`config.mk`:
```
export PLATFORM = sky130hd
export DESIGN_NAME = mem_arbiter
export DESIGN_NICKNAME = d
export VERILOG_FILES = /design/src/hw/mem_pkg.sv /design/src/hw/mem_arbiter.sv
export SDC_FILE = /design/constraint.sdc
export NUM_CORES = 1
export LEC_CHECK = 0
export BUFFER_PORTS_ARGS = -buffer_cell sky130_fd_sc_hd__buf_2
export CAP_MARGIN = 20
export CORE_AREA = 2 2 111 113
export DETAILED_ROUTE_END_ITERATION = 16
export DIE_AREA = 0 0 113 115
export PLACE_DENSITY = 0.46
export SYNTH_ARGS = -nofsm -noshare
export SYNTH_HDL_FRONTEND = slang
export SYNTH_SLANG_ARGS = --single-unit
```
`constraint.sdc`:
```
create_clock -name clk -period 1 [get_ports clk]
set_input_delay 0.05 -clock clk [delete_from_list [all_inputs] [get_ports clk]]
set_output_delay 0.05 -clock clk [all_outputs]
set_load 0.01 [all_outputs]
```
`src/hw/mem_pkg.sv`:
```
package mem_pkg;

  // data path and address width
  localparam int unsigned XLEN = 64;
  // one instruction, half a memory word
  localparam int unsigned INSTR_W = 32;
  // one strobe bit per byte lane
  localparam int unsigned STRB_W = XLEN / 8;

  // shared ram geometry
  localparam int unsigned RAM_WORDS = 256;
  localparam int unsigned RAM_IDX_W = 8;
  // word index starts above the byte offset, so offset width is this too
  localparam int unsigned RAM_IDX_LSB = 3;

  // fetch output credits, held in a small counter
  localparam int unsigned FETCH_CNT_W = 2;
  localparam logic [FETCH_CNT_W-1:0] FETCH_CREDITS = 2'd2;

  // load/store request queue, requester starts with this many credits
  localparam int unsigned LS_QUEUE_DEPTH = 2;
  localparam int unsigned LS_PTR_W = $clog2(LS_QUEUE_DEPTH);

  // last-grant bit after reset; set means fetch went last, so load/store wins first
  localparam logic ARB_LAST_FE_RST = 1'b1;

  // load/store opcode
  typedef enum logic {
    LS_LOAD,
    LS_STORE
  } ls_op_e;

  // access size
  typedef enum logic [1:0] {
    SZ_BYTE,
    SZ_HALF,
    SZ_WORD,
    SZ_DWORD
  } mem_size_e;

  // fetch fsm
  typedef enum logic [1:0] {
    FE_IDLE,
    FE_REQ,
    FE_WAIT
  } fetch_state_e;

  // lsu issue fsm
  typedef enum logic {
    LS_IDLE,
    LS_WAIT
  } lsu_state_e;

endpackage

```
`src/hw/mem_arbiter.sv`:
```
module mem_arbiter (
  input  logic                            clk,
  input  logic                            rst_n_i,
  // fetch requester, read only
  input  logic                            fe_req_i,
  input  logic [mem_pkg::XLEN-1:0]        fe_addr_i,
  output logic                            fe_gnt_o,
  // load/store requester
  input  logic                            ls_req_i,
  input  logic [mem_pkg::XLEN-1:0]        ls_addr_i,
  input  logic                            ls_we_i,
  input  logic [mem_pkg::STRB_W-1:0]      ls_strb_i,
  input  logic [mem_pkg::XLEN-1:0]        ls_wdata_i,
  output logic                            ls_gnt_o,
  // ram command
  output logic                            ram_en_o,
  output logic                            ram_we_o,
  output logic [mem_pkg::RAM_IDX_W-1:0]   ram_idx_o,
  output logic [mem_pkg::STRB_W-1:0]      ram_strb_o,
  output logic [mem_pkg::XLEN-1:0]        ram_wdata_o
);

  // set when fetch won the most recent grant
  logic last_fe_q;

  // load/store wins when alone or when fetch went last
  assign ls_gnt_o = ls_req_i && (!fe_req_i || last_fe_q);
  // fetch takes whatever load/store leaves
  assign fe_gnt_o = fe_req_i && !ls_gnt_o;

  // round-robin history, only moves on an actual grant
  always_ff @(posedge clk) begin
    if (!rst_n_i) begin
      last_fe_q <= mem_pkg::ARB_LAST_FE_RST;
    end else if (fe_gnt_o) begin
      last_fe_q <= 1'b1;
    end else if (ls_gnt_o) begin
      last_fe_q <= 1'b0;
    end
  end

  // steer winner to the ram
  assign ram_en_o = fe_gnt_o || ls_gnt_o;
  // fetch never writes
  assign ram_we_o = ls_gnt_o && ls_we_i;
  // word index from address bits above the byte offset
  assign ram_idx_o = ls_gnt_o ? ls_addr_i[mem_pkg::RAM_IDX_LSB +: mem_pkg::RAM_IDX_W]
                              : fe_addr_i[mem_pkg::RAM_IDX_LSB +: mem_pkg::RAM_IDX_W];
  // write payload only ever comes from load/store
  assign ram_strb_o  = ls_strb_i;
  assign ram_wdata_o = ls_wdata_i;

endmodule

```
-- After elaboration in Yosys (flattened, before gate mapping)
Cells that the tools add are included.
- register bits after elaboration: 1
- input bits: 205
- output and inout bits: 84
- logic and storage cells: 11
- mux-type cells: 1
- bitwise logic cells: 1
- reduce and logical (&&, ||, !) cells: 8
- operator list (operator ; count):
    8-bit 2-to-1 mux ; 1
    1-bit logical AND ; 3
    1-bit zero test ; 2
    1-bit logical OR ; 2
    2-bit OR reduction ; 1
    1-bit inverter ; 1

-- Logic depth before layout (Yosys ltp)
- word-level depth: 6
- mapped depth: 3
- mapped depth without buffers: 3

-- Worst setup path after synthesis
Ideal clock, no wire load.
- path type: register to output
- from: reg last_fe_q
- to: out ram_idx_o[0] (netlist name)
- arrival time: 994 ps
- required time: 950 ps
- setup slack: -44 ps
- stages on the path, launching flop included: 3
- path buffers: 0
- cells stage by stage: dfxtp_1 -> o21ai_4 -> mux2_2
- longest elaborated chain between the ends: 3
- ends and longest elaborated chain (item ; RTL line ; text):
    start, declared ; mem_arbiter.sv:24 ; logic last_fe_q;
    start signal, assigned ; mem_arbiter.sv:34 ; last_fe_q <= mem_pkg::ARB_LAST_FE_RST;
    1-bit logical OR ; mem_arbiter.sv:27 ; assign ls_gnt_o = ls_req_i && (!fe_req_i || last_fe_q);
    1-bit logical AND ; mem_arbiter.sv:27 ;
    8-bit 2-to-1 mux ; mem_arbiter.sv:47 ; assign ram_idx_o = ls_gnt_o ? ls_addr_i[mem_pkg::RAM_IDX_LSB +: mem_pkg::RAM_IDX_W]
    end, declared ; mem_arbiter.sv:18 ; output logic [mem_pkg::RAM_IDX_W-1:0] ram_idx_o,
No other way between the ends.

-- Worst setup path in the final report
- from: reg last_fe_q
- to: out ram_idx_o[7] (netlist name)
Same word-level chain as after synthesis.

==> results by group <==
Outcome
  – Outcome: finished, violations left
  – Violated checks: DRC, setup timing

Clock tree
  – Hold-fix buffers, CTS: 0
  – Clk slew on worst S/H paths: 0 ps
  – Worst-skew pair later-pin latency: 0 ps

Global routing
  – Largest net degree at the start of global routing: 6
  – Tot GR Track Use: ~2.6%
  – First-pass GRT wire length: 2500 um
  – Total gr overflow: 0
  – Vias in the first global route: 442
  – Initial antenna violation count: 0

STA
  – Setup repair after global routing missed its margin: yes
  – Final min period: ~1100 ps
  – Worst slew margin: approximately nine tenths
  – Least-Margin Pin Slew: 140 ps
  – Final slew viol count: 0
  – Worst Slack Setup Final: -92.8 ps
  – Max Clock Skew: 0 ps
  – Endpoints failing hold: 0
  – Max Clock Freq: 0.915 GHz
  – Final setup violation count: 10
  – Final period util: 109%

Floorplan
  – Die Height: between 100 and 150 um
  – Area of the die: around 13,000 um2
  – CORE AREA: 11,800 um2
  – Starting Density: under 10%
  – Die Wd: about 110 um
  – Placement Rows: 40
  – Number of top-level pins: a little under 300

Logic synthesis
  – Post-synth top area cell: buf_4
  – Syn Inst Count: between 90 and 100
  – Syn_area_per_cell: 7.75 um2
  – Mapped Nets: approximately 300
  – Mapped cell area: between 700 and 800 um2
  – Top cell type's share of synthesized area: between 70% and 80%
  – Synth warn: 0
  – Top cells by area, synth: buf_4, mux2_2, dfxtp_1, o21ai_4, inv_1
  – Distinct cells, synth: 10
  – Seq/Total Area, Yosys: about 2.8%
  – Flops & latches, synth: 1

Route
  – DRT iter0 DRCs: 21
  – DR vias/cell: approximately 1.9
  – Vias post-DR: ~380
  – WL per Instance: roughly 9.6 um
  – DRT antenna net count: 0
  – Final wirelength: ~1900 um
  – Drt first pass iters: 11
  – DRC Markers: 15

Layout
  – Multi-input logic area: about 160 um2
  – Largest Register: last_fe_q
  – ANT cells: 0
  – Fillers: between 1k and 1.5k
  – Most frequent cells in the layout: buf_2, buf_6, mux2_4
  – Nets@finish: 262
  – Layout cells sized above 1: between 80% and 90%
  – Max reg flops: 1
  – Leading cell type in the layout, fill and taps excluded: buf_2
  – Final instance area: between 600 and 700 um2
  – Reg area: between 20 and 25 um2
  – Core Util, Final: under 10%
  – Area growth from synthesis to layout: -11.0%
  – Top Registers: last_fe_q x1

Place
  – Placed inst area: about 520 um2
  – GP Congestion: between 0.6 and 0.7
  – Post-DP HPWL: 1590 um
  – IO Port Bufs: 32

Critical path
  – CP required: between 900 and 1000 ps
  – Crit path max-delay cell type: dfxtp_2
  – Crit path max fanout: 5
  – Worst-path cell chain: o21ai_4 -> buf_6 -> mux2_4 -> buf_6
  – R2r endpoint: last_fe_q$_SDFFE_PP1P_
  – Worst Path Arrival: 1040 ps
  – Worst Setup End Kind: output port
  – Critical path class: reg -> out
  – Slowest Stage Delay on Critical Path: around 320 ps
  – Cell mode on critical path: buf_6
  – Reg2reg path depth: 2
  – Setup slack, reg-to-reg: roughly 330 ps
  – Worst r2r src: last_fe_q$_SDFFE_PP1P_
  – CP Launch Type: flip-flop

Worst hold path
  – Hold EP: ram_wdata_o[14]
  – Hold Path Stages: 0
  – Hold Path Origin: ls_wdata_i[14]
  – Hold Crit Class: in -> out

Flow run
  – MaxCap Viol Count: 0

Pwr
  – Max VDD drop: roughly 0.23 mV
  – Pwr Density: 456 nW/um2
  – Pleak: 0.273 nW
where the power goes:
part / internal, mW / switching [mW] / total, mW / leakage [nW]
logic: 0.151 / 0.0869 / 0.238 / 0.265
registers: 0.0444 / 0.00400 / 0.0484 / 0.00807
clock network: 0 / 0 / 0 / 0
layout make-up:
class	count	share of cell area [%]
multi-input combinational	15	26.1
timing repair buffer	36	39.4
tap	147	29.3
inverter	3	1.79
sequential	1	3.39
worst max-delay path: cells and delay by family, from the launching register on:
| family | cells | cell delay, ps |
|---|---|---|
| muxes | 1 | 310 |
| AOI/OAI and AO/OA | 1 | 140 |
| buffers and inverters | 2 | 270 |
| DFF | 1 | 320 |
through the flow:
stage / cells / setup slack, ps / TNS [ps] / hold slack [ps] / power, mW
after global placement: 199 / -149 / -1190 / 100 / 0.209
after CTS: 202 / -124 / -1000 / 100 / 0.289
after floorplan: 91 / -17.2 / -138 / 112 / 0.420
final: 202 / -92.8 / -729 / 100 / 0.286
after detailed placement: 199 / -179 / -1410 / 100 / 0.208
after global routing: 202 / -131 / -1110 / 100 / 0.303
synthesized netlist by cell type (all sizes together):
library cell  instances
nand2                 2
o21ai                 2
buf                  72
inv                   3
mux2                  8
dfxtp                 1
or2                   1
a21oi                 1
nor2                  1
how the worst max path moves through the flow:
stage / endpoint / from / cells past startpoint
after global routing: ram_idx_o[0] / last_fe_q$_SDFFE_PP1P_ / 4
after CTS: ram_idx_o[7] / last_fe_q$_SDFFE_PP1P_ / 4
final: ram_idx_o[7] / last_fe_q$_SDFFE_PP1P_ / 4
after floorplan: ram_idx_o[0] / last_fe_q$_SDFFE_PP1P_ / 2
after global placement: ram_idx_o[6] / last_fe_q$_SDFFE_PP1P_ / 3
after detailed placement: ram_idx_o[7] / last_fe_q$_SDFFE_PP1P_ / 3
what timing repair did:
action                     4_1_cts  5_1_grt
pin swaps                        1        1
cloned                           0        0
setup endpoints to repair       10       10
buffers inserted                 3        0
resized for setup               20        0
cell families (layout without fill, tap and decap cells):
| family | after synthesis | in the layout | synth area share (%) |
|---|---|---|---|
| buffers and inverters | 75 | 39 | 78.2 |
| flip-flops | 1 | 1 | 2.84 |
| multiplexers | 8 | 8 | 12.8 |
| AO/OA/AOI/OAI | 3 | 3 | 3.72 |
| AND/OR/NAND/NOR | 4 | 4 | 2.48 |
per-layer routing:
| layer | wire length [um] | part of all wire (%) | vias up | track usage, % |
|---|---|---|---|---|
| met5 | 0 | 0 | - | 0 |
| met4 | 201 | 10 | 0 | 4.07 |
| met3 | 659 | 34 | 30 | 2.53 |
| met2 | 874 | 45 | 73 | 4.43 |
| met1 | 203 | 10 | 141 | 0.727 |
| li1 | - | - | 137 | - |
Power figures use the tool's default switching activity.
