**src/hw/mem_pkg.sv**
```systemverilog
package mem_pkg;

  // data path and address width
  localparam int unsigned XLEN = 64;
  // one instruction, half a memory word
  localparam int unsigned INSTR_W = 32;
  // one strobe bit per byte lane
  localparam int unsigned STRB_W = XLEN / 8;

  // shared ram geometry
  localparam int unsigned RAM_WORDS = 256;
  localparam int unsigned RAM_IDX_W = 8;
  // word index starts above the byte offset, so offset width is this too
  localparam int unsigned RAM_IDX_LSB = 3;

  // fetch output credits, held in a small counter
  localparam int unsigned FETCH_CNT_W = 2;
  localparam logic [FETCH_CNT_W-1:0] FETCH_CREDITS = 2'd2;

  // load/store request queue, requester starts with this many credits
  localparam int unsigned LS_QUEUE_DEPTH = 2;
  localparam int unsigned LS_PTR_W = $clog2(LS_QUEUE_DEPTH);

  // last-grant bit after reset; set means fetch went last, so load/store wins first
  localparam logic ARB_LAST_FE_RST = 1'b1;

  // load/store opcode
  typedef enum logic {
    LS_LOAD,
    LS_STORE
  } ls_op_e;

  // access size
  typedef enum logic [1:0] {
    SZ_BYTE,
    SZ_HALF,
    SZ_WORD,
    SZ_DWORD
  } mem_size_e;

  // fetch fsm
  typedef enum logic [1:0] {
    FE_IDLE,
    FE_REQ,
    FE_WAIT
  } fetch_state_e;

  // lsu issue fsm
  typedef enum logic {
    LS_IDLE,
    LS_WAIT
  } lsu_state_e;

endpackage

```
**src/hw/fetch_unit.sv**
```systemverilog
module fetch_unit (
  input  logic                            clk,
  input  logic                            rst_n_i,
  input  logic                            redirect_i,
  input  logic [mem_pkg::XLEN-1:0]        redirect_pc_i,
  input  logic                            instr_credit_i,
  output logic                            fe_req_o,
  output logic [mem_pkg::XLEN-1:0]        fe_addr_o,
  input  logic                            fe_gnt_i,
  input  logic [mem_pkg::XLEN-1:0]        ram_rdata_i,
  output logic                            instr_valid_o,
  output logic [mem_pkg::INSTR_W-1:0]     instr_o,
  output logic [mem_pkg::XLEN-1:0]        instr_pc_o
);

  mem_pkg::fetch_state_e              state_q;
  mem_pkg::fetch_state_e              state_d;
  logic [mem_pkg::XLEN-1:0]           pc_q;
  logic [mem_pkg::XLEN-1:0]           target_pc;
  logic                               run_q;
  logic                               discard_q;
  logic [mem_pkg::FETCH_CNT_W-1:0]    credit_q;
  logic [mem_pkg::FETCH_CNT_W-1:0]    ret_ext;
  logic [mem_pkg::FETCH_CNT_W-1:0]    valid_ext;
  logic                               have_credit;
  logic                               spare_credit;
  logic                               take_data;
  logic                               instr_valid_q;
  logic [mem_pkg::INSTR_W-1:0]        instr_sel;
  logic [mem_pkg::INSTR_W-1:0]        instr_q;
  logic [mem_pkg::XLEN-1:0]           instr_pc_q;

  // instructions are 4-byte aligned
  assign target_pc = {redirect_pc_i[mem_pkg::XLEN-1:2], 2'b00};

  assign ret_ext   = {{(mem_pkg::FETCH_CNT_W-1){1'b0}}, instr_credit_i};
  assign valid_ext = {{(mem_pkg::FETCH_CNT_W-1){1'b0}}, instr_valid_q};
  // credit left after the one being presented this cycle
  assign have_credit = (credit_q - valid_ext) != '0;
  // at least two held, i.e. one remains beyond the word now arriving
  // valid pulse is never high in FE_WAIT
  assign spare_credit = |credit_q[mem_pkg::FETCH_CNT_W-1:1];

  // ram data is on the bus in FE_WAIT; drop it if stale or redirected now
  assign take_data = (state_q == mem_pkg::FE_WAIT) && !discard_q && !redirect_i;

  // pc bit 2 picks the upper half
  assign instr_sel = pc_q[2] ? ram_rdata_i[mem_pkg::XLEN-1:mem_pkg::INSTR_W]
                             : ram_rdata_i[mem_pkg::INSTR_W-1:0];

  always_comb begin
    state_d = state_q;
    unique case (state_q)
      mem_pkg::FE_IDLE: begin
        // wait for first redirect and a free credit
        if ((run_q || redirect_i) && have_credit) begin
          state_d = mem_pkg::FE_REQ;
        end
      end
      mem_pkg::FE_REQ: begin
        // request held until granted
        if (fe_gnt_i) begin
          state_d = mem_pkg::FE_WAIT;
        end
      end
      mem_pkg::FE_WAIT: begin
        // back to back only when another credit is already in hand
        state_d = (take_data && spare_credit) ? mem_pkg::FE_REQ : mem_pkg::FE_IDLE;
      end
      default: state_d = mem_pkg::FE_IDLE;
    endcase
  end

  always_ff @(posedge clk) begin
    if (!rst_n_i) begin
      state_q       <= mem_pkg::FE_IDLE;
      pc_q          <= '0;
      run_q         <= 1'b0;
      discard_q     <= 1'b0;
      credit_q      <= mem_pkg::FETCH_CREDITS;
      instr_valid_q <= 1'b0;
    end else begin
      state_q       <= state_d;
      // returns in, presented instructions out
      credit_q      <= credit_q + ret_ext - valid_ext;
      instr_valid_q <= take_data;
      if (redirect_i) begin
        run_q <= 1'b1;
        pc_q  <= target_pc;
      end else if (take_data) begin
        pc_q  <= pc_q + 4;
      end
      // grant taken in the redirect cycle, its data belongs to the old stream
      if (redirect_i && (state_q == mem_pkg::FE_REQ) && fe_gnt_i) begin
        discard_q <= 1'b1;
      end else if (state_q == mem_pkg::FE_WAIT) begin
        discard_q <= 1'b0;
      end
    end
  end

  // output payload
  always_ff @(posedge clk) begin
    if (take_data) begin
      instr_q    <= instr_sel;
      instr_pc_q <= pc_q;
    end
  end

  assign fe_req_o      = (state_q == mem_pkg::FE_REQ);
  assign fe_addr_o     = pc_q;
  assign instr_valid_o = instr_valid_q;
  assign instr_o       = instr_q;
  assign instr_pc_o    = instr_pc_q;

endmodule

```
**config.mk**
```make
export PLATFORM = sky130hd
export DESIGN_NAME = fetch_unit
export DESIGN_NICKNAME = d
export VERILOG_FILES = /design/src/hw/mem_pkg.sv /design/src/hw/fetch_unit.sv
export SDC_FILE = /design/constraint.sdc
export NUM_CORES = 1
export LEC_CHECK = 0
export BUFFER_PORTS_ARGS = -buffer_cell sky130_fd_sc_hd__buf_2
export CAP_MARGIN = 10
export CORE_MARGIN = 2
export CORE_UTILIZATION = 52
export CTS_CLUSTER_SIZE = 12
export DETAILED_ROUTE_END_ITERATION = 8
export PLACE_DENSITY = 0.82
export REMOVE_ABC_BUFFERS = 1
export SETUP_SLACK_MARGIN = 0.05
export SYNTH_ARGS = -nofsm -noshare
export SYNTH_HDL_FRONTEND = slang
export SYNTH_SLANG_ARGS = --single-unit
```
**constraint.sdc**
```tcl
create_clock -name clk -period 10 [get_ports clk]
set_input_delay 2 -clock clk [delete_from_list [all_inputs] [get_ports clk]]
set_output_delay 2 -clock clk [all_outputs]
set_load 0.005 [all_outputs]
```
# After elaboration in Yosys (flattened, before gate mapping)
# Cells that the tools add are included.
# op_classes
addsub	4
eq_ne	4
n_mux	9
bitwise	1
n_reduce_logical	15
# ops
operator	n
64-bit 2-to-1 mux	2
64-bit by 3-bit adder with 64-bit output, second input constant	1
32-bit 2-to-1 mux	1
1-bit logical AND	6
2-bit case mux with 3 select lines	1
2-bit nonzero test	3
2-bit 2-to-1 mux	2
2-bit by 1-bit subtractor with 2-bit output	2
1-bit 2-to-1 mux	3
2-bit by 1-bit adder with 2-bit output	1
2-bit by 1-bit equality test with 1-bit output, second input constant	1
2-bit equality test, second input constant	1
1-bit zero test	2
2-bit zero test	1
2-bit by 1-bit inequality test with 1-bit output, second input constant	1
2-bit inequality test, second input constant	1
2-bit AND reduction	1
2-bit OR reduction	1
1-bit logical OR	1
1-bit NOT	1
# totals
ff_bits	167
in_bits	133
out_inout_bits	162
word_cells	42

# Longest topological paths before layout
# logic_depth
depth_word	6
ltp_mapped	7
depth_no_buf	7

# Worst setup path before layout
# OpenSTA, ideal clock, no wires.
# synth_path
path_type	input port to flip-flop
from	input port redirect_i
to	register pc_q, in the netlist fe_addr_o[61]
setup_ns	0.059
arrival_ns	6.845
required_time_ns	9.941
setup_slack_ns	3.096
path_stages	4
path_buffers	0
cell_sequence	nor2_1 > nand2_1 > nor3_1 > a221o_1
# synth_between
elab_chain_len	3
elab_cells_between_ends	4
cone_classes	mux: 1; reduce/logical: 3
# synth_rtl
item	line_no	text
start, declared	fetch_unit.sv:4	input logic redirect_i,
1-bit zero test	fetch_unit.sv:45	assign take_data = (state_q == mem_pkg::FE_WAIT) && !discard_q && !redirect_i;
1-bit logical AND	fetch_unit.sv:45	
2-bit nonzero test (no source line)	n/a	
end signal, assigned	fetch_unit.sv:89	pc_q <= target_pc;
end signal, assigned	fetch_unit.sv:91	pc_q <= pc_q + 4;
end, declared	fetch_unit.sv:18	logic [mem_pkg::XLEN-1:0] pc_q;
# Several ways; a longest one is shown, not always the timed one.
# A chain may end at the register's enable or synchronous reset.

# Worst setup path after layout
# layout_path
from	register pc_q, in the netlist fe_addr_o[2]
to	output port fe_addr_o[2] (netlist bit)
# layout_lines
item	line_no	text
end, declared	fetch_unit.sv:8	output logic [mem_pkg::XLEN-1:0] fe_addr_o,
# No word-level cell between the ends.

==> flow_summary.ini <==
[cts]
path_clk_slew_ps = 60
clockRootBuffer = clkbuf_16
cts_sinks = 163
cts.hold.buffers_added = 0
cts_tree = done
cts.path.max_buffers = 2
cts_buffers = 17
cts_setup_buffers = 0
cts.repair.resized = 0
htreeDepth = 4
worstSkewPairLatency_ps = 420

[global_routing]
grt_pass1_vias = 5884
antenna_found_initial = 6
grt_first_pass_wirelength_um = 32200
gr-total-overflow = 0
grt_max_degree = 90
grt_usage_pct = 28.4

[synthesis]
ys_ff_latch = 163
yosysTopAreaCellShare_pct = 38.6
ys_top_cells_by_count = 94 x edfxtp_1, 69 x dfxtp_1, 56 x o21ai_0
ys.flop_type = edfxtp_1
synth_area_mm2 = 0.00732
yosysSeqAreaShare_pct = 57.4
synthArstFlopShare_pct = 0
synth_area_leaders = edfxtp_1 39%, dfxtp_1 19%, mux2_2 5.1%
synth_cell_types = 53
synth_area_per_cell_um2 = 11.3
syn_inst = 650
yosysMostFrequentCell = edfxtp_1
ys_warn_count = 0
synth-edff-count = 94
yosys.area.top_type = edfxtp_1

[detailed_routing]
drt-pass1-iter-count = 6
vias_per_cell = 5.82
wire_per_inst_um = 19.8
dr_wl_met2_um = 11200
drtAntennaViolNets = 0
routed-via-count = 6546
wl_met3_um = 1810
drc = 0
top_layer_used = met4
wl_um = 22200
drtIter0Drc = 524
wl_met1_um = 8460

[cells_and_area]
nFillCells = 1051
areaGrowthSynthToFinish_pct = 30.4
drive_gt1_share_pct = 40.3
nets = 1061
multi_input_area_mm2 = 0.00293
utilization_pct = 69.0
seqCellArea_mm2 = 0.00421

[placed_design]
dp_hpwl_um = 15400
io_buffer_count = 288
globalplace.congestion = 0.872

[job]
drv_cap = 0

[pwr]
p_leak_nw = 3.76
power_density_mw_per_mm2 = 170
peakVddDrop_uv = 94.7
total_power_mw = 1.62

[critical_path]
cpLargestDelayFamily = flip-flops
cp_data_required_time_ps = 8000
slowest_delay_ps = 960
rr_worst_depth = 5
reg2reg_to = fe_addr_o[45]$_SDFFE_PN0P_
critical_path_buf_inv_count = 1
cp.depth = 1
slowest_stage = dfxtp_2
arrival_ps = 1640
worst_r2r_startpoint = fe_addr_o[2]$_SDFFE_PN0P_
cp-start-kind = flip-flop
r2r_setup_slack_ps = 6810
worstSetupEndpoint = fe_addr_o[2]
endpoint_kind = output pin
cp_max_fo = 39
path_cells = buf_2
crit_path_start = fe_addr_o[2]$_SDFFE_PN0P_
worstSetupPathType = reg -> out

[sta]
slew_headroom_pct = 27.3
finalHoldViolCount = 0
fin_crit_ps = 3640
slew_viol_final = 0
fmax_mhz = 275
fin_skew_ps = 10.2
rsz0062_at_grt = false
final-setup-viol-count = 0
tightest_slew_ps = 1090
period_share_pct = 36.4
setup_tns_ps = 0

[min_path]
holdPathStages = 1
hp-class = reg -> reg

[die]
core-area_mm2 = 0.0138
ios = 295
die_h_um = 123
initial_core_util_pct = 52.9
die-width_um = 123
dieArea_mm2 = 0.0150
rows = 43

[status]
status = complete, no violations
==> where the power goes <==
| group | leakage (nW) | switching [mW] | internal (mW) |
|---|---|---|---|
| logic | 2.02 | 0.0601 | 0.0694 |
| clock network | 0.313 | 0.266 | 0.441 |
| registers | 1.43 | 0.0430 | 0.739 |
==> final cells by class <==
type                    count  share of cell area, %
clock buffers              21                   4.94
flip-flops and latches    163                   44.1
well taps                 180                   2.36
clock inverters            11                   1.81
multi-input cells         439                   30.7
diodes                      6                  0.157
repair buffers            294                   15.6
inverters                  10                  0.393
==> worst min-delay path by stage <==
stage,slack [ps],from,end
detailed placement,440,run_q$_SDFFE_PN0P_,run_q$_SDFFE_PN0P_
CTS,460,run_q$_SDFFE_PN0P_,run_q$_SDFFE_PN0P_
floorplan,430,run_q$_SDFFE_PN0P_,run_q$_SDFFE_PN0P_
global route,490,run_q$_SDFFE_PN0P_,run_q$_SDFFE_PN0P_
finish,450,run_q$_SDFFE_PN0P_,run_q$_SDFFE_PN0P_
global placement,440,run_q$_SDFFE_PN0P_,run_q$_SDFFE_PN0P_
==> kinds of logic after synthesis <==
family / synth area share, %
adders and majority gates: 0.513
and+or+nand+nor: 18.5
AOI/OAI and AO/OA: 9.86
xor gates and xnor gates: 5.26
buffers and inverters: 3.06
other: 0.0512
muxes: 5.35
DFF: 57.4
==> metal layers <==
layer	GRT usage, %	vias up
met5	0	-
met4	13.8	0
met3	6.04	64
met2	47.8	358
met1	34.7	3108
li1	-	3016
==> sequential cells by signal, indices dropped and copies added, names as in the netlist <==
| name | count |
|---|---|
| credit_q | 2 |
| discard_q | 1 |
| fe_addr_o | 62 |
| instr_o | 32 |
| instr_pc_o | 62 |
| instr_valid_o | 1 |
| run_q | 1 |
| state_q | 2 |
==> through the flow <==
| step | instance area (um2) | worst slack, ps | hold slack (ps) | cells |
|---|---|---|---|---|
| floorplan | 7140 | 3100 | 429 | 612 |
| global placement | 8880 | 6010 | 437 | 1086 |
| detailed placement | 8880 | 5960 | 443 | 1086 |
| CTS | 9530 | 6340 | 458 | 1118 |
| global route | 9540 | 6240 | 492 | 1124 |
| finish | 9540 | 6360 | 455 | 1124 |
==> cells in the final DEF, fill, tap and decap left out, types with 3 or more instances in the layout <==
| cell | n |
|---|---|
| and2_1 | 6 |
| and4_2 | 4 |
| buf_4 | 6 |
| edfxtp_1 | 94 |
| dfxtp_1 | 68 |
| nand4_1 | 35 |
| nand3_1 | 27 |
| o31ai_1 | 5 |
| o211a_1 | 8 |
| nor4b_1 | 3 |
| a211oi_1 | 6 |
| and3_1 | 6 |
| or4_1 | 12 |
| a21oi_1 | 33 |
| nor3_1 | 12 |
| xor2_1 | 12 |
| or4_2 | 3 |
| nand2b_1 | 7 |
| and4_1 | 5 |
| diode_2 | 6 |
| nor2_1 | 19 |
| nor2b_1 | 5 |
| mux2_2 | 33 |
| buf_2 | 288 |
| conb_1 | 4 |
| nor4_1 | 21 |
| ha_1 | 3 |
| xnor2_1 | 32 |
| a31oi_1 | 8 |
| nand2_1 | 39 |
| clkbuf_16 | 18 |
| bufinv_16 | 4 |
| or3_1 | 7 |
| nor3b_1 | 5 |
| o21ai_0 | 56 |
| inv_1 | 9 |
Power figures use the tool's default switching activity.
