## src/hw/mem_pkg.sv

```systemverilog
package mem_pkg;

  // data path and address width
  localparam int unsigned XLEN = 64;
  // one instruction, half a memory word
  localparam int unsigned INSTR_W = 32;
  // one strobe bit per byte lane
  localparam int unsigned STRB_W = XLEN / 8;

  // shared ram geometry
  localparam int unsigned RAM_WORDS = 256;
  localparam int unsigned RAM_IDX_W = 8;
  // word index starts above the byte offset, so offset width is this too
  localparam int unsigned RAM_IDX_LSB = 3;

  // fetch output credits, held in a small counter
  localparam int unsigned FETCH_CNT_W = 2;
  localparam logic [FETCH_CNT_W-1:0] FETCH_CREDITS = 2'd2;

  // load/store request queue, requester starts with this many credits
  localparam int unsigned LS_QUEUE_DEPTH = 2;
  localparam int unsigned LS_PTR_W = $clog2(LS_QUEUE_DEPTH);

  // last-grant bit after reset; set means fetch went last, so load/store wins first
  localparam logic ARB_LAST_FE_RST = 1'b1;

  // load/store opcode
  typedef enum logic {
    LS_LOAD,
    LS_STORE
  } ls_op_e;

  // access size
  typedef enum logic [1:0] {
    SZ_BYTE,
    SZ_HALF,
    SZ_WORD,
    SZ_DWORD
  } mem_size_e;

  // fetch fsm
  typedef enum logic [1:0] {
    FE_IDLE,
    FE_REQ,
    FE_WAIT
  } fetch_state_e;

  // lsu issue fsm
  typedef enum logic {
    LS_IDLE,
    LS_WAIT
  } lsu_state_e;

endpackage

```

## src/hw/lsu.sv

```systemverilog
module lsu (
  input  logic                            clk,
  input  logic                            rst_n_i,
  // request side, credit based
  input  logic                            ls_req_valid_i,
  input  mem_pkg::ls_op_e                 ls_op_i,
  input  mem_pkg::mem_size_e              ls_size_i,
  input  logic [mem_pkg::XLEN-1:0]        ls_addr_i,
  input  logic [mem_pkg::XLEN-1:0]        ls_wdata_i,
  output logic                            ls_credit_o,
  // response side, no back-pressure
  output logic                            ls_resp_valid_o,
  output logic [mem_pkg::XLEN-1:0]        ls_rdata_o,
  // memory requester port
  output logic                            mem_req_o,
  output logic [mem_pkg::XLEN-1:0]        mem_addr_o,
  output logic                            mem_we_o,
  output logic [mem_pkg::STRB_W-1:0]      mem_strb_o,
  output logic [mem_pkg::XLEN-1:0]        mem_wdata_o,
  input  logic                            mem_gnt_i,
  input  logic [mem_pkg::XLEN-1:0]        ram_rdata_i
);

  // request queue storage
  mem_pkg::ls_op_e                    q_op    [mem_pkg::LS_QUEUE_DEPTH];
  mem_pkg::mem_size_e                 q_size  [mem_pkg::LS_QUEUE_DEPTH];
  logic [mem_pkg::XLEN-1:0]           q_addr  [mem_pkg::LS_QUEUE_DEPTH];
  logic [mem_pkg::XLEN-1:0]           q_wdata [mem_pkg::LS_QUEUE_DEPTH];
  logic [mem_pkg::LS_PTR_W-1:0]       wr_ptr_q;
  logic [mem_pkg::LS_PTR_W-1:0]       rd_ptr_q;
  logic [mem_pkg::LS_PTR_W:0]         count_q;
  mem_pkg::lsu_state_e                state_q;
  // head entry
  mem_pkg::ls_op_e                    head_op;
  mem_pkg::mem_size_e                 head_size;
  logic [mem_pkg::XLEN-1:0]           head_addr;
  logic [mem_pkg::XLEN-1:0]           head_wdata;
  logic [mem_pkg::RAM_IDX_LSB-1:0]    offs;
  logic [mem_pkg::RAM_IDX_LSB+2:0]    shamt;
  logic [mem_pkg::STRB_W-1:0]         lanes;
  logic [mem_pkg::XLEN-1:0]           load_mask;
  logic [mem_pkg::XLEN-1:0]           load_shifted;
  logic                               pop;

  assign head_op    = q_op[rd_ptr_q];
  assign head_size  = q_size[rd_ptr_q];
  assign head_addr  = q_addr[rd_ptr_q];
  assign head_wdata = q_wdata[rd_ptr_q];

  // byte offset in the word, and the same in bits
  assign offs  = head_addr[mem_pkg::RAM_IDX_LSB-1:0];
  assign shamt = {offs, 3'b000};

  // lanes covered by the access at offset 0
  always_comb begin
    unique case (head_size)
      mem_pkg::SZ_BYTE:  lanes = 8'h01;
      mem_pkg::SZ_HALF:  lanes = 8'h03;
      mem_pkg::SZ_WORD:  lanes = 8'h0f;
      default:           lanes = 8'hff;
    endcase
  end

  // widen lanes to a bit mask for load zero-extension
  always_comb begin
    for (int b = 0; b < mem_pkg::STRB_W; b++) begin
      load_mask[b*8 +: 8] = {8{lanes[b]}};
    end
  end

  // head entry goes out while idle and queue not empty
  assign mem_req_o   = (state_q == mem_pkg::LS_IDLE) && (count_q != '0);
  assign mem_addr_o  = head_addr;
  assign mem_we_o    = (head_op == mem_pkg::LS_STORE);
  // store lanes and data moved up to the offset
  assign mem_strb_o  = lanes << offs;
  assign mem_wdata_o = head_wdata << shamt;

  // load data arrives in LS_WAIT, moved down and trimmed to size
  assign load_shifted = ram_rdata_i >> shamt;

  // response, pop and credit return all in the same cycle
  assign pop             = (state_q == mem_pkg::LS_WAIT);
  assign ls_resp_valid_o = pop;
  assign ls_credit_o     = pop;
  // stores answer with zero
  assign ls_rdata_o = (head_op == mem_pkg::LS_LOAD) ? (load_shifted & load_mask) : '0;

  always_ff @(posedge clk) begin
    if (!rst_n_i) begin
      wr_ptr_q <= '0;
      rd_ptr_q <= '0;
      count_q  <= '0;
      state_q  <= mem_pkg::LS_IDLE;
    end else begin
      // requester credits guarantee a free slot on push
      if (ls_req_valid_i) begin
        wr_ptr_q <= wr_ptr_q + 1'b1;
      end
      if (pop) begin
        rd_ptr_q <= rd_ptr_q + 1'b1;
      end
      count_q <= count_q + {{mem_pkg::LS_PTR_W{1'b0}}, ls_req_valid_i}
                         - {{mem_pkg::LS_PTR_W{1'b0}}, pop};
      // one access in flight, grant then one cycle for data
      unique case (state_q)
        mem_pkg::LS_IDLE: if (mem_gnt_i) state_q <= mem_pkg::LS_WAIT;
        default:          state_q <= mem_pkg::LS_IDLE;
      endcase
    end
  end

  // queue payload
  always_ff @(posedge clk) begin
    if (ls_req_valid_i) begin
      q_op[wr_ptr_q]    <= ls_op_i;
      q_size[wr_ptr_q]  <= ls_size_i;
      q_addr[wr_ptr_q]  <= ls_addr_i;
      q_wdata[wr_ptr_q] <= ls_wdata_i;
    end
  end

endmodule

```

## config.mk

```make
export PLATFORM = sky130hd
export DESIGN_NAME = lsu
export DESIGN_NICKNAME = d
export VERILOG_FILES = /design/src/hw/mem_pkg.sv /design/src/hw/lsu.sv
export SDC_FILE = /design/constraint.sdc
export NUM_CORES = 1
export LEC_CHECK = 0
export BUFFER_PORTS_ARGS = -buffer_cell sky130_fd_sc_hd__buf_2
export CAP_MARGIN = 20
export CORE_MARGIN = 2
export CORE_UTILIZATION = 40
export DETAILED_ROUTE_END_ITERATION = 16
export PLACE_DENSITY = 0.72
export SLEW_MARGIN = 20
export SYNTH_ARGS = -nofsm -noshare
export SYNTH_HDL_FRONTEND = slang
export SYNTH_SLANG_ARGS = --single-unit
```

## constraint.sdc

```tcl
create_clock -name clk -period 18.8 [get_ports clk]
set_input_delay 0.94 -clock clk [delete_from_list [all_inputs] [get_ports clk]]
set_output_delay 0.94 -clock clk [all_outputs]
set_load 0.01 [all_outputs]
```

Word level (Yosys, flattened, before mapping)
Memory sizes are Yosys's and may differ from the RTL's. A register that Yosys moved wholly into a read port is not among the register bits.
Cells that the tools add are included.
{ "totals": {"regBits": 5, "word_cells": 37, "ram_bits": 262, "n_memories": 4, "output_inout_bits": 204, "inputBits": 199} }
{ "memory_table": {"columns": ["name", "depth", "word_bits", "read_ports", "rd_clocked_by_memory_dff", "write_ports", "line_no", "rtl"], "rows": [
  ["q_addr", 2, 64, 1, 1, 1, "lsu.sv:27", "logic [mem_pkg::XLEN-1:0] q_addr [mem_pkg::LS_QUEUE_DEPTH];"],
  ["q_wdata", 2, 64, 1, 1, 1, "lsu.sv:28", "logic [mem_pkg::XLEN-1:0] q_wdata [mem_pkg::LS_QUEUE_DEPTH];"],
  ["q_size", 2, 2, 1, 1, 1, "lsu.sv:26", "mem_pkg::mem_size_e q_size [mem_pkg::LS_QUEUE_DEPTH];"],
  ["q_op", 2, 1, 1, 1, 1, "lsu.sv:25", "mem_pkg::ls_op_e q_op [mem_pkg::LS_QUEUE_DEPTH];"]
]} }
{ "op_classes": {"bitwise_logic": 3, "n_reduce_logical": 4, "shift": 3, "add_sub_neg": 4, "n_eq_ne": 2, "muxes": 13} }
{ "op_table": {"columns": ["operator", "n"], "rows": [
  ["bitwise AND 64 bit", 1],
  ["2-to-1 mux 64 bit", 1],
  ["left shift 64 x 6 -> 64 bit", 1],
  ["right shift 64 x 6 -> 64 bit", 1],
  ["case mux 8 bit (3 select lines)", 1],
  ["2-to-1 mux 1 bit", 11],
  ["left shift 8 x 3 -> 8 bit", 1],
  ["adder 1 bit, second input constant", 2],
  ["adder 2 x 1 -> 2 bit", 1],
  ["equality test 2 x 1 -> 1 bit, second input constant", 1],
  ["equality test 2 bit, second input constant", 1],
  ["logical NOT 2 bit", 1],
  ["NOT 1 bit", 2],
  ["nonzero test 2 bit", 1],
  ["OR reduction 2 bit", 1],
  ["subtractor 2 x 1 -> 2 bit", 1],
  ["logical AND 1 bit", 1]
]} }

Longest topological paths before layout
{ "depth": {"word_depth": 4, "mapped_depth": 8, "ltp_nobuf": 7} }

Worst setup path after synthesis
Ideal clock, no wire load.
{ "synth_timing": {"kind": "input to register", "startpoint": "input port ls_req_valid_i", "endpoint": "memory q_addr[0][0] (netlist name) (enable)", "arrival_ns": 6.647, "setup_slack_ns": 11.514, "cell_stages": 1, "setup_time_ns": 0.639, "path_cell_list": "nor2b_1"} }
{ "synth_between": {"elab_chain_len": 2} }
{ "synth_rtl": {"columns": ["element", "line_no", "rtl"], "rows": [
  ["start, declared", "lsu.sv:5", "input logic ls_req_valid_i,"],
  ["2-to-1 mux 1 bit", "lsu.sv:115", "if (ls_req_valid_i) begin"],
  ["2-to-1 mux 1 bit (implied by the code)", "lsu.sv:118", "q_addr[wr_ptr_q] <= ls_addr_i;"],
  ["end, declared", "lsu.sv:27", null]
]} }
No other way between the ends.

==> out/metrics.csv <==
stage,metric,value,unit
drt,wire length per cell,23.7,µm
setup_path,WS Path Type,register to primary output,
setup_path,RR Endpoint,q_addr[0][4]$_DFFE_PP_,
setup_path,worst reg2reg setup slack,15.98,ns
timing,final period utilization,27.0,%
power_and_ir_drop,switching share of power,26.9,%
yosys,ys flop type,edfxtp_1,
global_routing,largest net degree at the start of global routing,80,
drt,"wirelength, routed",43200,µm
hold_path,Hold Crit Depth,1,
setup_path,worst reg2reg path depth,3,
placed_design,routability cong.,0.932,
setup_path,"slowest stage delay, CP",0.87,ns
power_and_ir_drop,Pwr Density,91.6,nW/µm²
drt,Detailed Route Iter0 Violations,638,
die,row count,67,
clock_tree,"Reg clk slew, reported paths",0.06,ns
drt,Vias/cell,5.43,
layout,most frequent cells in the layout,"buf_2 (402), edfxtp_1 (262), mux2i_1 (212)",
placed_design,HPWL Detailed,31600,µm
setup_path,critical-path cell list,mux2i_4 > buf_4 > buf_4 > mux2i_1 > mux2i_1 > a21oi_1 > buf_2,
clock_tree,CTS Hold Bufs,0,
setup_path,CP arrival,4.15,ns
placed_design,placed cell count,1775,
clock_tree,CTS root buf,clkbuf_16,
drt,First-pass DRT Iterations,10,
timing,slew at the pin closest to its max-slew limit,1.10,ns
layout,fin cells,1823,
die,# IOs,403,
clock_tree,postcts setup bufs,0,
layout,post-route cell area,16600,µm²
global_routing,grt ovf,0,
layout,fillcell total,3049,
yosys,"FFs w/ async S/R, synth",0,%
global_routing,initial antenna violation count,10,
die,die area,35200,µm²
layout,multi-input logic area,5100,µm²
yosys,Syn Nets,1178,
yosys,Post-synth EDFFs,262,
yosys,sequential-to-total area share from yosys stat,59.2,%
yosys,synth warn,0,
layout,# nets final,1556,
power_and_ir_drop,Seq pwr share,46.2,%
power_and_ir_drop,clock power share,32.9,%
job,max-cap violations,0,
placed_design,I/O Buffers,402,
clock_tree,H-tree depth,1,
yosys,Syn Area/Cell,13.8,µm²
clock_tree,Resize count post-CTS,0,
timing,Final Hold Violating Endpoints,0,
setup_path,Critical Path Slowest Stage Cell,buf_4,
setup_path,Crit Path Max Fanout,69,
timing,setup TNS,0,ns
power_and_ir_drop,Tot Pwr,1.53,mW
setup_path,Critical Path Start Type,register,
power_and_ir_drop,Psw,410,µW
die,Starting Density,40.4,%
timing,RSZ-0062 raised after global routing,no,
setup_path,Critical Path RT,17.86,ns
layout,"most common cell after layout, fill and taps aside",buf_2,
setup_path,CP endpoint,mem_wdata_o[56],
yosys,Netlist cell types,46,
power_and_ir_drop,Max rail drop VDD,0.0969,mV
timing,Final Setup Violations,0,
drt,Residual DRC,0,
clock_tree,clk buf depth,3,
setup_path,Critical Path End Type,primary output,
power_and_ir_drop,internal power,1.12,mW
drt,routed via count,9896,
timing,fin crit period,5.09,ns
yosys,mapped cell area,13500,µm²
timing,f_max,0.197,GHz
layout,FF/Latch Area,7990,µm²
timing,Slew Limit Fails,0,
global_routing,Tot GR Track Use,23.5,%
yosys,post-synthesis instance total,977,
clock_tree,cts bufs inserted,25,
yosys,synthesized flop and latch total,268,
clock_tree,TritonCTS clock tree,done,
clock_tree,clock sinks,268,
global_routing,number of global-route vias before repair,10300,
die,core area,33400,µm²
outcome,status,"finished, final reports clean",
layout,area grow syn2layout,23.3,%
die,Die Width,188,µm
placed_design,Area after DPL,15800,µm²
global_routing,first-pass GRT wire length,62700,µm
timing,clock skew,0.00622,ns
die,die height,188,µm
hold_path,Hold Path Class,register to register,
layout,share of layout cells above drive strength 1,40.5,%
power_and_ir_drop,Leak,6.87,nW
setup_path,worst r2r src,wr_ptr_q$_SDFFE_PN0P_,
power_and_ir_drop,combinational power share,20.9,%
timing,Rel. slew slack,26.5,%
drt,ANT nets after route,0,
clock_tree,clock insertion delay at the later pin of the skew report,0.52,ns
metrics by stage:
step	hold WS [ns]	setup WS (ns)	utilization, %
floorplan	0.501	11.51	-
global placement	0.478	14.29	47.4
detailed placement	0.497	14.24	47.4
CTS	0.514	13.69	49.8
global route	0.561	13.48	49.9
finish	0.506	13.71	49.9
cell usage after synthesis, drive strengths merged (13+ instances only):
library cell	n	share of area [%]
nor2b	15	0.70
mux2i	214	16
nor2	65	2.0
nand2	85	2.4
o2bb2ai	16	1.0
o22ai	24	1.1
o21ai	20	0.74
buf	51	2.4
clkbuf	16	0.45
a21oi	14	0.55
nand3	16	0.59
edfxtp	262	58
mux2	71	5.9
a32o	16	1.2
and2	13	0.60
layout make-up:
class | count | area share, %
clock buffer | 31 | 3.89
antenna | 4 | 0.0601
multi-input combinational | 635 | 30.7
timing repair buffer | 418 | 12.9
clock inverter | 12 | 0.917
sequential | 268 | 48.0
tap | 448 | 3.37
inverter | 7 | 0.158
registers in the layout, summed over array words and instances (netlist names), named ones only:
register and count:
wr_ptr_q 1, q_size 4, rd_ptr_q 1, count_q 2
q_wdata 128, q_op 2, ls_credit_o 1, q_addr 128
worst max-delay path, delay by kind of cell, from the launching register on:
family,cells,cell delay (ns)
flops,1,0.74
mux,3,1.02
compound gates,1,0.20
buf+inv,3,1.56
logic make-up (layout without fill, tap and decap cells):
logic type,after synthesis,in the layout,synth area share (%)
other,0,4,0
buffers and inverters,74,468,3.06
multiplexers,293,293,23.3
AND/OR/NAND/NOR,208,208,6.97
AO/OA/AOI/OAI,129,129,7.07
adder cells (fa/ha/maj),2,2,0.185
flip-flops,268,268,59.2
XOR/XNOR,3,3,0.195
how the worst min path moves through the flow:
stage | start | to | slack, ns
global route | ls_credit_o$_SDFF_PP0_ | ls_credit_o$_SDFF_PP0_ | 0.56
detailed placement | ls_credit_o$_SDFF_PP0_ | ls_credit_o$_SDFF_PP0_ | 0.50
CTS | ls_credit_o$_SDFF_PP0_ | ls_credit_o$_SDFF_PP0_ | 0.51
global placement | ls_credit_o$_SDFF_PP0_ | ls_credit_o$_SDFF_PP0_ | 0.48
floorplan | ls_credit_o$_SDFF_PP0_ | ls_credit_o$_SDFF_PP0_ | 0.50
finish | ls_credit_o$_SDFF_PP0_ | ls_credit_o$_SDFF_PP0_ | 0.51
power by group through the flow:
stage	clock, mW	combinational, mW	sequential, mW
after floorplan	0	0.194	0.715
final	0.502	0.318	0.704
after global routing	0.534	0.342	0.707
after detailed placement	0	0.318	0.717
after global placement	0	0.316	0.716
after CTS	0.511	0.319	0.705
metal layers:
layer  wire length (µm)  vias up  GRT usage (%)
met5                 76        -              0
met3               4180       76           7.13
met4               1210       10           8.03
met1              15500     4799           25.6
li1                   -     4517              -
met2              22300      494           43.3
Note: power is estimated with default switching activity, not from simulation.
